<file path="src/design/decodedInstPkg.sv">
// Decoded instruction packet
`default_nettype none

package decodedInstPkg;

  // field widths of one decoded instruction
  localparam int unsigned PC_W = 32;
  localparam int unsigned OPCODE_W = 8;
  // architectural register specifier width
  localparam int unsigned REG_W = 5;
  localparam int unsigned IMM_W = 16;

  // one decoded instruction as it leaves decode and waits in the queue
  // the fields add up to 76 bits, pc sits in the most significant bits
  typedef struct packed {
    // program counter of the instruction
    logic [PC_W-1:0] pc;
    logic [OPCODE_W-1:0] opcode;
    // source and destination register specifiers
    logic [REG_W-1:0] src1;
    logic [REG_W-1:0] src2;
    logic [REG_W-1:0] dest;
    // sign handling of the immediate is left to the consumer
    logic [IMM_W-1:0] immediate;
    // set for any control transfer, this is what the dispatch window counts
    logic isBranch;
    // kind of control transfer, meaningful only when isBranch is set
    logic [1:0] ctiKind;
    // load or store kind, zero for non-memory instructions
    logic [1:0] ldstKind;
  } decodedInst_t;

endpackage

`default_nettype wire

</file>
<file path="src/design/fetchQueuePkg.sv">
// Fetch queue geometry and groups
`default_nettype none

package fetchQueuePkg;

  // number of entries in the circular buffer and the pointer width
  localparam int unsigned QUEUE_DEPTH = 32;
  localparam int unsigned QUEUE_LOG = 5;

  // slots offered by decode per cycle and entries taken by rename per dispatch
  localparam int unsigned FETCH_WIDTH = 8;
  localparam int unsigned DISPATCH_WIDTH = 4;

  // a dispatch group holds at most four branches, so three bits suffice
  localparam int unsigned BRANCH_CNT_W = 3;

  // fetch stalls once the count is above this level, since a full
  // group of eight might not fit any more
  localparam int unsigned STALL_LEVEL = QUEUE_DEPTH - FETCH_WIDTH;

  // counts of valid slots in one group range from zero to eight
  localparam int unsigned SLOT_CNT_W = $clog2(FETCH_WIDTH + 1);

  // an entry index into the circular buffer, wrap-around comes from truncation
  typedef logic [QUEUE_LOG-1:0] queueAddr_t;
  // occupancy needs one extra bit so that a full queue is distinct from empty
  typedef logic [QUEUE_LOG:0] queueCount_t;
  typedef logic [SLOT_CNT_W-1:0] slotCount_t;

  // one fetch group as offered by decode
  // the valid slots may be sparse, slot 0 is the oldest
  typedef struct packed {
    logic [FETCH_WIDTH-1:0] slotValid;
    decodedInstPkg::decodedInst_t [FETCH_WIDTH-1:0] slot;
  } fetchGroup_t;

  // four entries handed to rename in age order, entry 0 is the oldest
  typedef struct packed {
    decodedInstPkg::decodedInst_t [DISPATCH_WIDTH-1:0] entry;
  } dispatchGroup_t;

endpackage

`default_nettype wire

</file>
<file path="src/design/dispatchWindow.sv">
// Dispatch window
`timescale 1ns/1ps
`default_nettype none

module dispatchWindow (
  // oldest waiting entry
  input  wire fetchQueuePkg::queueAddr_t headPtr_i,
  // storage words read at rdAddr_o
  input  wire fetchQueuePkg::dispatchGroup_t rdData_i,
  output fetchQueuePkg::queueAddr_t [fetchQueuePkg::DISPATCH_WIDTH-1:0] rdAddr_o,
  output fetchQueuePkg::dispatchGroup_t dispatchGroup_o,
  output logic [fetchQueuePkg::BRANCH_CNT_W-1:0] branchCount_o
);

  import decodedInstPkg::*;
  import fetchQueuePkg::*;

  // four consecutive entries starting at the head
  // the depth is a power of two, so dropping the carry wraps the address
  always_comb begin
    for (int r = 0; r < DISPATCH_WIDTH; r++) begin
      rdAddr_o[r] = headPtr_i + queueAddr_t'(r);
    end
  end

  // read port 0 faces the head, so the group is already oldest first
  assign dispatchGroup_o = rdData_i;

  // rename uses the number of branches to reserve checkpoints
  // the sum only means something while the queue is ready,
  // after reset it reads cleared entries and so stays at zero
  always_comb begin
    decodedInst_t headEntry;
    headEntry = '0;
    branchCount_o = '0;
    for (int r = 0; r < DISPATCH_WIDTH; r++) begin
      headEntry = rdData_i.entry[r];
      branchCount_o = branchCount_o + BRANCH_CNT_W'(headEntry.isBranch);
    end
  end

endmodule

`default_nettype wire

</file>
<file path="config.mk">
export PLATFORM = sky130hd
export DESIGN_NAME = dispatchWindow
export DESIGN_NICKNAME = d
export VERILOG_FILES = /design/src/design/decodedInstPkg.sv /design/src/design/fetchQueuePkg.sv /design/src/design/dispatchWindow.sv
export SDC_FILE = /design/constraint.sdc
export NUM_CORES = 1
export LEC_CHECK = 0
export BUFFER_PORTS_ARGS = -buffer_cell sky130_fd_sc_hd__buf_2
export CELL_PAD_IN_SITES_DETAIL_PLACEMENT = 0
export CELL_PAD_IN_SITES_GLOBAL_PLACEMENT = 1
export CORE_AREA = 2 2 249 251
export DETAILED_ROUTE_END_ITERATION = 6
export DIE_AREA = 0 0 251 253
export GPL_TIMING_DRIVEN = 1
export PLACE_DENSITY_LB_ADDON = 0.1
export SLEW_MARGIN = 10
export SYNTH_ARGS = -nofsm -noshare
export SYNTH_HDL_FRONTEND = slang
export SYNTH_SLANG_ARGS = --single-unit
</file>
<file path="constraint.sdc">
create_clock -name vclk -period 1.6
set_input_delay 0.16 -clock vclk [all_inputs]
set_output_delay 0.16 -clock vclk [all_outputs]
set_load 0.02 [all_outputs]
</file>
==> impl_results.md <==
- P_int: just over 0.08 mW
- Dpl cell area: 1390 um2
- Die H: 253 um
- Crit Path Category: input port to output port
- Syn Area/Cell: 7.53 um2
- Max stage delay cell, worst path: fa_1
- Worst path cell trace: buf_2 -> inv_1 -> fa_1 -> inv_1 -> ha_2 -> ha_4 -> buf_6
- Post-synth top area share: 91.2%
- Gate power share: 100.0%
- Final setup violation count: 0
- Clock power share: 0%
- Min-Delay Path Depth: 0
- Via density per instance: 1.01
- Routed wire length: 8.68 mm
- DRT antenna net count: 0
- RSZ-0062 raised after global routing: false
- Nets: 383
- Buffers on Ports: 36
- Hold slack: 0.320 ns
- Seq_cells: 0
- Setup Fix Bufs, Post-CTS: 0
- Final instance area: 1420 um2
- Register area: 0 um2
- Layout cells sized above 1: 60.0%
- Die X-Extent: about 250 um
- Rel. slew slack: 85.9%
- Hold WC Path Type: input port to output port
- Global route total overflow: 0
- Initial Util: 4.21%
- Placed Cells: 855
- HP Start: rdData_i[161]
- Critical path peak fanout: 2
- Post-synth top area cell: buf_4
- Switch share: 64.1%
- Data required, critical path: between 1 and 1.5 ns
- # DRC: 0
- Post-CTS Hold Fix Bufs: 0
- FILL cells: 7,335
- Tot GR Track Use: 2.33%
- Die area: 63,500 um2
- Maximum clock frequency: around 650 MHz
- Core Region: 61,000 um2
- Mapped Area: 2570 um2
- Crit path capture type: output port
- Register share of total power: 0%
- Fin crit period: 1.53 ns
- Number of global-route vias before repair: 995
- Gpl congestion: 0.571
- Crit-path leading delay family: adder cells
- DR vias: 866
- First DRT Iteration DRCs: 33
- Leak: 0.276 nW
- Synth Net Count: 657
- Initial antenna violation count: 0
- Wire per inst: 10.1 um
- Area Overhead vs Synth: -44.6%
- Row cnt: 91
- CP bufs+invs: 4
- Final hold viol count: 0
- Number of max-cap violations: 0
- Hold Path End: dispatchGroup_o[161]
- Syn Inst Count: 341
- Outcome: completed
- Non-Filler Instances: 855
- Total power: 0.228 mW
- Seq/Total Area, Yosys: 0%
- Max VDD drop: between 0.02 and 0.03 mV
- Main area contributors after synthesis: buf_4 (91%), ha_1 (2.9%), xnor2_1 (2.0%), inv_1 (1.3%), fa_1 (0.78%)
- Worst Max-Slew Pin Slew: 0.211 ns
- Pwr/cell area: between 150 and 200 nW/um2
- Post-route setup TNS: 0 ns
- HPWL after DPL: a little over 7 mm
- Startpoint type of the worst setup path: input port
- CP arrival: 1.37 ns
- Period Utilization, post-route: 95.8%
- Ant. Diodes: 0
- Largest net degree at the start of global routing: 9
- Largest stage delay on the critical path: 0.50 ns
- Initial DRT Pass Iterations: 3
- Top cell by count, worst path: inv_1
- Ys Warns: 0
- CLK BUF: 0
- IO Count: 636
- P_sw: 0.146 mW
- Count of cell types in the netlist: 10
- First-pass GRT wire length: 9.94 mm
- Max Slew Vio Count: 0
==> Yosys cell counts <==
| library cell | instances |
|---|---|
| buf_4 | 312 |
| inv_1 | 9 |
| ha_1 | 6 |
| xnor2_1 | 6 |
| nand3_1 | 2 |
| xor2_1 | 2 |
| a21oi_1 | 1 |
| fa_1 | 1 |
| nand2_1 | 1 |
| nand3b_1 | 1 |
==> through the flow <==
stage	utilization, %	setup slack (ns)
3_5_place_dp	2.28	-0.0239
6_report	2.33	0.0674
4_1_cts	2.31	0.0104
3_3_place_gp	2.28	-0.0241
2_1_floorplan	-	0.156
5_1_grt	2.33	0.00641
==> power groups by stage <==
stage / clock [mW] / combinational [mW] / sequential, mW
floorplan: 0 / 1.25 / 0
CTS: 0 / 0.230 / 0
global placement: 0 / 0.226 / 0
global route: 0 / 0.251 / 0
detailed placement: 0 / 0.219 / 0
finish: 0 / 0.228 / 0
==> cells by family (layout without fill, tap and decap cells) <==
logic type | after synthesis | in the layout | share of synthesized area [%]
fa+ha+maj | 7 | 7 | 3.70
simple gates | 4 | 4 | 0.828
compound gates | 1 | 1 | 0.195
buf+inv | 321 | 45 | 92.5
xor+xnor | 8 | 8 | 2.73
==> layout make-up <==
type,instances,area [um2],share of cell area [%]
Multi-Input combinational cell,20,206,14.5
Tap cell,790,988,69.5
Timing Repair Buffer,36,193,13.6
Inverter,9,33.8,2.38
==> worst max-delay path by stage <==
| stage | startpoint | end | slack, ns | cells past startpoint |
|---|---|---|---|---|
| floorplan | rdData_i[4] | branchCount_o[1] | 0.16 | 5 |
| global placement | rdData_i[4] | branchCount_o[1] | -0.02 | 7 |
| detailed placement | rdData_i[4] | branchCount_o[1] | -0.02 | 7 |
| CTS | rdData_i[232] | branchCount_o[1] | 0.01 | 7 |
| global route | rdData_i[80] | branchCount_o[1] | 0.006 | 7 |
| finish | rdData_i[80] | branchCount_o[1] | 0.07 | 7 |
==> layout by cell type, fill, tap and decap left out <==
master / count
fa_1: 1
ha_4: 1
nand2_1: 1
nand3_1: 2
xnor2_1: 6
xor2_1: 2
ha_1: 4
inv_2: 1
a21oi_1: 1
ha_2: 1
nand3b_1: 1
buf_6: 2
inv_1: 8
buf_2: 34
==> repair_timing <==
action | CTS | global route
pin swaps | 2 | 0
endpoints found under the setup margin | 1 | 1
gates resized for setup | 5 | 1
==> layer usage <==
metal  wire length [um]  global-route usage (%)  vias to the layer above
li1                   -                       -                      160
met1                880                   0.552                      244
met2               3190                    2.88                      314
met3               2810                    3.37                      148
met4               1790                    4.81                        0
met5                  0                       0                        -
(Power assumes the default switching activity.)
