==> src/design/decodedInstPkg.sv <==
// Decoded instruction packet
`default_nettype none

package decodedInstPkg;

  // field widths of one decoded instruction
  localparam int unsigned PC_W = 32;
  localparam int unsigned OPCODE_W = 8;
  // architectural register specifier width
  localparam int unsigned REG_W = 5;
  localparam int unsigned IMM_W = 16;

  // one decoded instruction as it leaves decode and waits in the queue
  // the fields add up to 76 bits, pc sits in the most significant bits
  typedef struct packed {
    // program counter of the instruction
    logic [PC_W-1:0] pc;
    logic [OPCODE_W-1:0] opcode;
    // source and destination register specifiers
    logic [REG_W-1:0] src1;
    logic [REG_W-1:0] src2;
    logic [REG_W-1:0] dest;
    // sign handling of the immediate is left to the consumer
    logic [IMM_W-1:0] immediate;
    // set for any control transfer, this is what the dispatch window counts
    logic isBranch;
    // kind of control transfer, meaningful only when isBranch is set
    logic [1:0] ctiKind;
    // load or store kind, zero for non-memory instructions
    logic [1:0] ldstKind;
  } decodedInst_t;

endpackage

`default_nettype wire

==> src/design/fetchQueuePkg.sv <==
// Fetch queue geometry and groups
`default_nettype none

package fetchQueuePkg;

  // number of entries in the circular buffer and the pointer width
  localparam int unsigned QUEUE_DEPTH = 32;
  localparam int unsigned QUEUE_LOG = 5;

  // slots offered by decode per cycle and entries taken by rename per dispatch
  localparam int unsigned FETCH_WIDTH = 8;
  localparam int unsigned DISPATCH_WIDTH = 4;

  // a dispatch group holds at most four branches, so three bits suffice
  localparam int unsigned BRANCH_CNT_W = 3;

  // fetch stalls once the count is above this level, since a full
  // group of eight might not fit any more
  localparam int unsigned STALL_LEVEL = QUEUE_DEPTH - FETCH_WIDTH;

  // counts of valid slots in one group range from zero to eight
  localparam int unsigned SLOT_CNT_W = $clog2(FETCH_WIDTH + 1);

  // an entry index into the circular buffer, wrap-around comes from truncation
  typedef logic [QUEUE_LOG-1:0] queueAddr_t;
  // occupancy needs one extra bit so that a full queue is distinct from empty
  typedef logic [QUEUE_LOG:0] queueCount_t;
  typedef logic [SLOT_CNT_W-1:0] slotCount_t;

  // one fetch group as offered by decode
  // the valid slots may be sparse, slot 0 is the oldest
  typedef struct packed {
    logic [FETCH_WIDTH-1:0] slotValid;
    decodedInstPkg::decodedInst_t [FETCH_WIDTH-1:0] slot;
  } fetchGroup_t;

  // four entries handed to rename in age order, entry 0 is the oldest
  typedef struct packed {
    decodedInstPkg::decodedInst_t [DISPATCH_WIDTH-1:0] entry;
  } dispatchGroup_t;

endpackage

`default_nettype wire

==> src/design/queuePointers.sv <==
// Queue pointers and occupancy
`timescale 1ns/1ps
`default_nettype none

module queuePointers (
  input  wire logic clk,
  input  wire logic rst_i,
  // misprediction flush from branch resolution
  input  wire logic flush_i,
  // back-pressure from rename
  input  wire logic stall_i,
  input  wire logic decodeReady_i,
  input  wire logic [fetchQueuePkg::FETCH_WIDTH-1:0] slotValid_i,
  output fetchQueuePkg::queueAddr_t [fetchQueuePkg::FETCH_WIDTH-1:0] wrAddr_o,
  output logic [fetchQueuePkg::FETCH_WIDTH-1:0] wrEn_o,
  output fetchQueuePkg::queueAddr_t headPtr_o,
  output logic dispatch_o,
  output logic stallFetch_o,
  output logic instBufferReady_o
);

  import fetchQueuePkg::*;

  // tail is the next free entry, head is the oldest waiting entry
  queueAddr_t tailPtr;
  queueAddr_t headPtr;
  // number of entries waiting between head and tail
  queueCount_t instCount;

  // per slot offset from the tail, equal to the number of valid slots below it
  slotCount_t [FETCH_WIDTH-1:0] slotOffset;
  // number of valid slots in the offered group
  slotCount_t validCnt;
  // the group is taken at this edge
  logic accept;
  // number of entries that actually enter at this edge
  slotCount_t writeCnt;
  queueCount_t countNext;

  // prefix count over the slot mask
  // this is what squeezes out the holes of a sparse group
  always_comb begin
    slotCount_t running;
    running = '0;
    for (int s = 0; s < FETCH_WIDTH; s++) begin
      slotOffset[s] = running;
      running = running + slotCount_t'(slotValid_i[s]);
    end
    validCnt = running;
  end

  // flags come straight from the count and the inputs of this cycle
  assign stallFetch_o = (instCount > queueCount_t'(STALL_LEVEL));
  assign instBufferReady_o = (instCount >= queueCount_t'(DISPATCH_WIDTH));
  // rename takes all four entries or none
  assign dispatch_o = instBufferReady_o && !stall_i;

  // a group offered while fetch is stalled is dropped and has to be held
  assign accept = decodeReady_i && !stallFetch_o;
  assign writeCnt = accept ? validCnt : '0;

  // compacted write addresses, wrapping through the low pointer bits
  always_comb begin
    for (int s = 0; s < FETCH_WIDTH; s++) begin
      wrEn_o[s] = accept && slotValid_i[s];
      wrAddr_o[s] = tailPtr + queueAddr_t'(slotOffset[s]);
    end
  end

  // the count moves by the entries written minus four on a dispatch
  always_comb begin
    countNext = instCount + queueCount_t'(writeCnt);
    if (dispatch_o) begin
      countNext = countNext - queueCount_t'(DISPATCH_WIDTH);
    end
  end

  // flush empties the queue by clearing the pointers only
  // and wins over a write or a dispatch at the same edge
  always_ff @(posedge clk) begin
    if (rst_i || flush_i) begin
      tailPtr <= '0;
      headPtr <= '0;
      instCount <= '0;
    end else begin
      tailPtr <= tailPtr + queueAddr_t'(writeCnt);
      if (dispatch_o) begin
        headPtr <= headPtr + queueAddr_t'(DISPATCH_WIDTH);
      end
      instCount <= countNext;
    end
  end

  assign headPtr_o = headPtr;

  // the stall level leaves room for one full group, so the count can
  // never run past the depth
  countInRange : assert property (
    @(posedge clk) disable iff (rst_i)
    instCount <= queueCount_t'(QUEUE_DEPTH)
  ) else $error("occupancy %0d exceeds the depth", instCount);

  // head, tail and count have to agree, except when full where the
  // pointers meet just as they do when empty
  pointersMatchCount : assert property (
    @(posedge clk) disable iff (rst_i)
    (instCount < queueCount_t'(QUEUE_DEPTH)) |->
      (queueAddr_t'(tailPtr - headPtr) == instCount[QUEUE_LOG-1:0])
  ) else $error("tail %0d head %0d disagree with count %0d", tailPtr, headPtr, instCount);

endmodule

`default_nettype wire

==> config.mk <==
export PLATFORM = sky130hd
export DESIGN_NAME = queuePointers
export DESIGN_NICKNAME = d
export VERILOG_FILES = /design/src/design/decodedInstPkg.sv /design/src/design/fetchQueuePkg.sv /design/src/design/queuePointers.sv
export SDC_FILE = /design/constraint.sdc
export NUM_CORES = 1
export LEC_CHECK = 0
export ABC_AREA = 1
export CAP_MARGIN = 0
export CORE_MARGIN = 2
export CORE_UTILIZATION = 50
export DETAILED_ROUTE_END_ITERATION = 10
export DONT_BUFFER_PORTS = 1
export PLACE_DENSITY = 0.66
export SLEW_MARGIN = 10
export SYNTH_ARGS = -nofsm -noshare
export SYNTH_HDL_FRONTEND = slang
export SYNTH_SLANG_ARGS = --single-unit
export TNS_END_PERCENT = 1
==> constraint.sdc <==
create_clock -name clk -period 8.05 [get_ports clk]
set_clock_uncertainty 0.1 [all_clocks]
set_input_delay 1.2075 -clock clk [delete_from_list [all_inputs] [get_ports clk]]
set_output_delay 1.2075 -clock clk [all_outputs]
set_load 0.1 [all_outputs]
==> impl_metrics.tcl, run 1 <==
set metrics [dict create \
    status "finished, final reports clean" \
    yosysSeqAreaShare 0.128 \
    cts_hold_buffers 0 \
    hold_depth 3 \
    initial_core_util 0.512 \
    dp_hpwl_mm 4.10 \
    path_class "input port to output port" \
    reg2regPathDepth 14 \
    overflow 0 \
    portBuffers 0 \
    switching_power_w 0.000691 \
    synth_top_cell_by_area "ha_1" \
    cts_buffer_depth 2 \
    tightestPinTransition_ps 1190 \
    crit_path_max_fanout 5 \
    timing.hold.ws_ps 500 \
    synth_area_leaders "ha_1, dfxtp_1, fa_1" \
    dieWidth_um 70.3 \
    h-tree-depth 1 \
    final_common_cell "inv_1" \
    core_area_um2 4290 \
    cp_slowest_cell "fa_1" \
    peakVddDrop_mv 0.182 \
    drt_wl_total_mm 4.88 \
    critPathTopFamily "adder cells" \
    p_clk_frac 0.061 \
    row_count 24 \
    p_seq_frac 0.121 \
    fin_crit_ps 6320 \
    startpoint_type "input port" \
    cts_resized 0 \
    power_w 0.000940 \
    hold_violations 0 \
    slew_headroom 0.204 \
    cts_tree "yes" \
    nets 383 \
    cp.arrival_ps 5010 \
    worstPathCellList "fa_1, ha_1, fa_1, ha_1, ha_1, ha_1, inv_1, nand2_1, and2_4, ha_1, nand2_1, o21ai_0, xor2_2, buf_4" \
    setup_tns_ps 0 \
    hold_class "register to register" \
    path_depth 14 \
    drt_iter0_drc 49 \
    rsz0062_at_grt "no" \
    cpPeakStageDelay_ps 560 \
    fmax_mhz 158 \
    slew_viol_final 0 \
    grt_pass1_wl_mm 8.25 \
    setup_violations 0 \
    antenna_found_initial 0 \
    grt_max_degree 17 \
    synth_top_area_share 0.256 \
    setup_slack_ps 1730 \
    crit_buf_inv 2 \
    ys_ff_latch 14 \
    cp-end-kind "output port" \
    clock_latency_ps 250 \
    layout.cells.non_filler 365 \
    dieArea_um2 4940 \
    numCtsBuffers 3 \
    swShare 0.736 \
    ant_nets 0 \
    crit_top_cell "ha_1" \
    clk_pin_slew_ps 60 \
    finalCritPeriodShare 0.785 \
    gp_congestion 0.821 \
    required_ps 6740 \
    synth_warnings 0 \
    maxCapViolCount 0 \
    drive_gt1_frac 0.188 \
    combPwrFrac 0.817 \
    clock-root-buffer "clkbuf_8" \
    vias 1856 \
    syn2layout_area_growth_pct 14.6 \
    ys_types 25 \
    powerDensity_nw_per_um2 373 \
    drtPass1Iterations 4 \
    track_usage 0.210 \
    synthesis.instances 307 \
    p_int_w 0.000249 \
    diodes 0 \
    synth_area_um2 2200 \
    drc 0 \
    placed_cells 362 \
    mostFrequentLayoutCells "inv_1, nand2_1, ha_1, nand3_1, nor2_1" \
    ios 69 \
    grt_pass1_vias 1809 \
    wire_per_inst_um 13.4 \
    cts.sinks 14 \
    power_leakage_nw 1.41 \
    die_h_um 70.3 \
    post-place-ws_ps 1720 \
    avgSynthCellArea_um2 7.16 \
    routed_via_density 5.08 \
    post_cts_buffers 0 \
]
worst min-delay path, cell delays in order, from the launching register on:
cell     delay, ps
dfxtp_1        330
ha_1           130
inv_1           30
nor2_1          80
layer usage:
| metal | part of all wire | vias to the layer above | GRT usage | routed length [um] |
|---|---|---|---|---|
| li1 | - | 968 | - | - |
| met1 | 0.42 | 847 | 0.249 | 2070 |
| met2 | 0.52 | 32 | 0.381 | 2550 |
| met3 | 0.030 | 9 | 0.0231 | 147 |
| met4 | 0.024 | 0 | 0.0833 | 116 |
| met5 | 0 | - | 0 | 0 |
cell type report:
type	instances	area, um2
multi-input cells	237	1880
well taps	52	65.1
inverters	52	195
fillers	412	1780
clock buffers	3	41.3
flip-flops and latches	14	284
repair buffers	7	52.6
stage by stage:
stage	area [um2]	util
after floorplan	2200	-
after global placement	2480	0.577
after detailed placement	2480	0.577
after CTS	2520	0.587
after global routing	2520	0.587
final	2520	0.587
cell families (layout without fill, tap and decap cells):
logic type,after synthesis,in the layout,share of synthesized area
and+or+nand+nor,127,127,0.260
DFF,14,14,0.128
buffers and inverters,57,62,0.101
AOI/OAI and AO/OA,30,30,0.0706
adders and majority gates,55,55,0.347
other,1,2,0.00171
xor gates and xnor gates,23,23,0.0917
Yosys cell counts:
cell type  count
o21ai_0       10
nor3_1         1
a21oi_1       17
dfxtp_1       14
nand3_2        2
nand2_1       50
o211ai_1       1
clkbuf_1       3
nand2_4        1
nand2_2        8
ha_1          45
nor2_1        30
nand4_1        2
and2_4         1
fa_1          10
xnor2_1        1
o21ai_1        1
buf_4          2
nand3_1       29
xor2_1        22
nor2_2         3
conb_1         1
inv_2          1
inv_1         51
o21a_1         1
registers in the layout, indices dropped and copies added (netlist names):
signal     flops
headPtr_o      3
instCount      6
tailPtr        5
worst paths after layout:
kind / from / slack, ps / end
setup / recovery: slotValid_i[0] / 1730 / wrAddr_o[39]
hold / removal: tailPtr[0]$_SDFF_PP0_ / 500 / tailPtr[0]$_SDFF_PP0_
setup reg to reg: instCount[4]$_SDFF_PP0_ / 4250 / instCount[4]$_SDFF_PP0_
hold reg to reg: tailPtr[0]$_SDFF_PP0_ / 500 / tailPtr[0]$_SDFF_PP0_
power groups by stage:
| stage | logic [W] | registers [W] | clock network [W] |
|---|---|---|---|
| floorplan | 0.000676 | 0.000118 | 0 |
| global placement | 0.000762 | 0.000116 | 0 |
| detailed placement | 0.000770 | 0.000116 | 0 |
| CTS | 0.000771 | 0.000114 | 0.0000590 |
| global route | 0.000812 | 0.000116 | 0.0000615 |
| finish | 0.000768 | 0.000114 | 0.0000577 |
(Power assumes the default switching activity.)
==> run 2: changes to the inputs <==
--- a/config.mk
+++ b/config.mk
@@ -5,7 +5,7 @@
 export SDC_FILE = /design/constraint.sdc
 export NUM_CORES = 1
 export LEC_CHECK = 0
-export ABC_AREA = 1
+export ABC_AREA = 0
 export CAP_MARGIN = 0
 export CORE_MARGIN = 2
 export CORE_UTILIZATION = 50
==> constraint.sdc (replaced) <==
create_clock -name clk -period 6.6 [get_ports clk]
set_clock_uncertainty 0.1 [all_clocks]
set_input_delay 0.99 -clock clk [delete_from_list [all_inputs] [get_ports clk]]
set_output_delay 0.99 -clock clk [all_outputs]
set_load 0.1 [all_outputs]
==> impl_metrics.tcl, run 2 <==
set metrics [dict create \
    fin_crit_ps 5970 \
    drtPass1Iterations 4 \
    overflow 0 \
    crit_buf_inv 2 \
    finalCritPeriodShare 0.905 \
    synth-edff-count 0 \
    layout.cells.non_filler 285 \
    synth_top_cell_by_area "ha_1" \
    synth_commonest_cells "ha_1, xnor2_1, a21oi_1" \
    synth_area_um2 2040 \
    die_h_um 67.9 \
    hold_class "register to register" \
    core_area_um2 3970 \
    clock-root-buffer "clkbuf_8" \
    synth_top_area_share 0.276 \
    numCtsBuffers 3 \
    portBuffers 0 \
    seqCellArea_um2 285 \
    synth_area_leaders "ha_1, dfxtp_1, fa_1" \
    drive_gt1_frac 0.230 \
    cpPeakStageDelay_ps 530 \
    cts.sinks 14 \
    grt_pass1_vias 1512 \
    multi_input_area_um2 1830 \
    track_usage 0.190 \
    rsz0062_at_grt "no" \
    antenna_found_initial 0 \
    cts_buffer_depth 2 \
    dieArea_um2 4610 \
    required_ps 5510 \
    synthFlopType "dfxtp_1" \
    dp_hpwl_mm 3.59 \
    nets 305 \
    cp.arrival_ps 4880 \
    ant_nets 0 \
    synth.most_common_cell "ha_1" \
    slew_viol_final 0 \
    setup_violations 0 \
    crit_path_max_fanout 4 \
    synth_warnings 0 \
    cts_resized 0 \
    startpoint_type "input port" \
    worstPathCellList "fa_1, ha_1, fa_1, ha_1, ha_1, ha_1, xor2_1, inv_1, ha_1, a21o_1, a21oi_1, xnor2_2, buf_4" \
    routed_via_density 5.39 \
    critPathTopFamily "adder cells" \
    placed_cells 282 \
    cp-end-kind "output port" \
    status "finished, final reports clean" \
    final_common_cell "ha_1" \
    mostFrequentLayoutCells "ha_1, buf_4, a21oi_1, xnor2_2, a21o_1" \
    initial_core_util 0.514 \
    clock_latency_ps 250 \
    grt_max_degree 17 \
    cts_tree "yes" \
    ys_ff_latch 14 \
    yosysSeqAreaShare 0.137 \
    synthesis.instances 222 \
    crit_top_cell "ha_1" \
    n_fill_cell 344 \
    gp_congestion 0.843 \
    synth_async_sr_flop_share 0 \
    ios 69 \
    syn2layout_area_growth_pct 17.6 \
    slew_headroom 0.207 \
    h-tree-depth 1 \
    drt_wl_total_mm 4.26 \
    cts_hold_buffers 0 \
    path_class "input port to output port" \
    diodes 0 \
    drt_iter0_drc 43 \
    grt_pass1_wl_mm 6.72 \
    cp_slowest_cell "fa_1" \
    clk_pin_slew_ps 50 \
    post_cts_buffers 0 \
    tightestPinTransition_ps 1190 \
    drc 0 \
    dieWidth_um 67.9 \
    vias 1537 \
    row_count 23 \
    largest-register "instCount" \
    hold_violations 0 \
    wire_per_inst_um 14.9 \
    maxCapViolCount 0 \
    avgSynthCellArea_um2 9.20 \
    fmax_mhz 167 \
    largest_register_ff_count 6 \
    ys_types 37 \
]
-- run 2: cell types whose count changed after synthesis, moves of 14 or more --
cell	change
nor2_1	-17
inv_1	-38
xnor2_1	+21
a21o_1	+14
nand3_1	-23
nand2_1	-41
-- run 2: metrics by stage --
stage	hold slack, ps	instance area [um2]	worst slack, ps	utilization	TNS [ps]
detailed placement	484	2360	624	0.595	0
global route	548	2400	465	0.605	0
global placement	482	2360	701	0.595	0
finish	490	2400	626	0.605	0
CTS	500	2400	608	0.605	0
floorplan	453	2050	-57.3	-	-57.3
-- run 2: layout make-up --
cell class | count | share of cell area
Sequential cell | 14 | 0.119
Timing Repair Buffer | 18 | 0.0563
Inverter | 13 | 0.0203
Multi-Input combinational cell | 187 | 0.761
Clock buffer | 3 | 0.0172
Tap cell | 50 | 0.0260
-- run 2: kinds of logic (layout without fill, tap and decap cells) --
group | after synthesis | count (layout) | synth area share
fa+ha+maj | 55 | 55 | 0.374
simple gates | 52 | 52 | 0.138
xor+xnor | 37 | 37 | 0.165
compound gates | 38 | 38 | 0.121
flops | 14 | 14 | 0.137
other cells | 1 | 2 | 0.00184
mux | 3 | 3 | 0.0153
buf+inv | 22 | 34 | 0.0478
-- run 2: final timing paths --
path | startpoint | to | slack, ps | cells after the start
worst min register to register | instCount[0]$_SDFF_PP0_ | instCount[0]$_SDFF_PP0_ | 490 | 2
worst min-delay path | instCount[0]$_SDFF_PP0_ | instCount[0]$_SDFF_PP0_ | 490 | 2
worst max register to register | instCount[5]$_SDFF_PP0_ | instCount[3]$_SDFF_PP0_ | 3320 | 11
worst max-delay path | slotValid_i[0] | wrAddr_o[39] | 630 | 13
-- run 2: worst min-delay path: stages (launching register included) --
cell and delay [ps]:
dfxtp_1 340, ha_1 130, and2_1 100
-- run 2: layer usage --
metal,share of wire,vias up,track usage
li1,-,778,-
met1,0.43,711,0.237
met2,0.51,43,0.342
met3,0.055,5,0.0313
met4,0.0089,0,0.0400
met5,0,-,0
Power of run 2 is not shown: default switching activity piles up to over one toggle a cycle in this logic, so the estimate is an artifact.
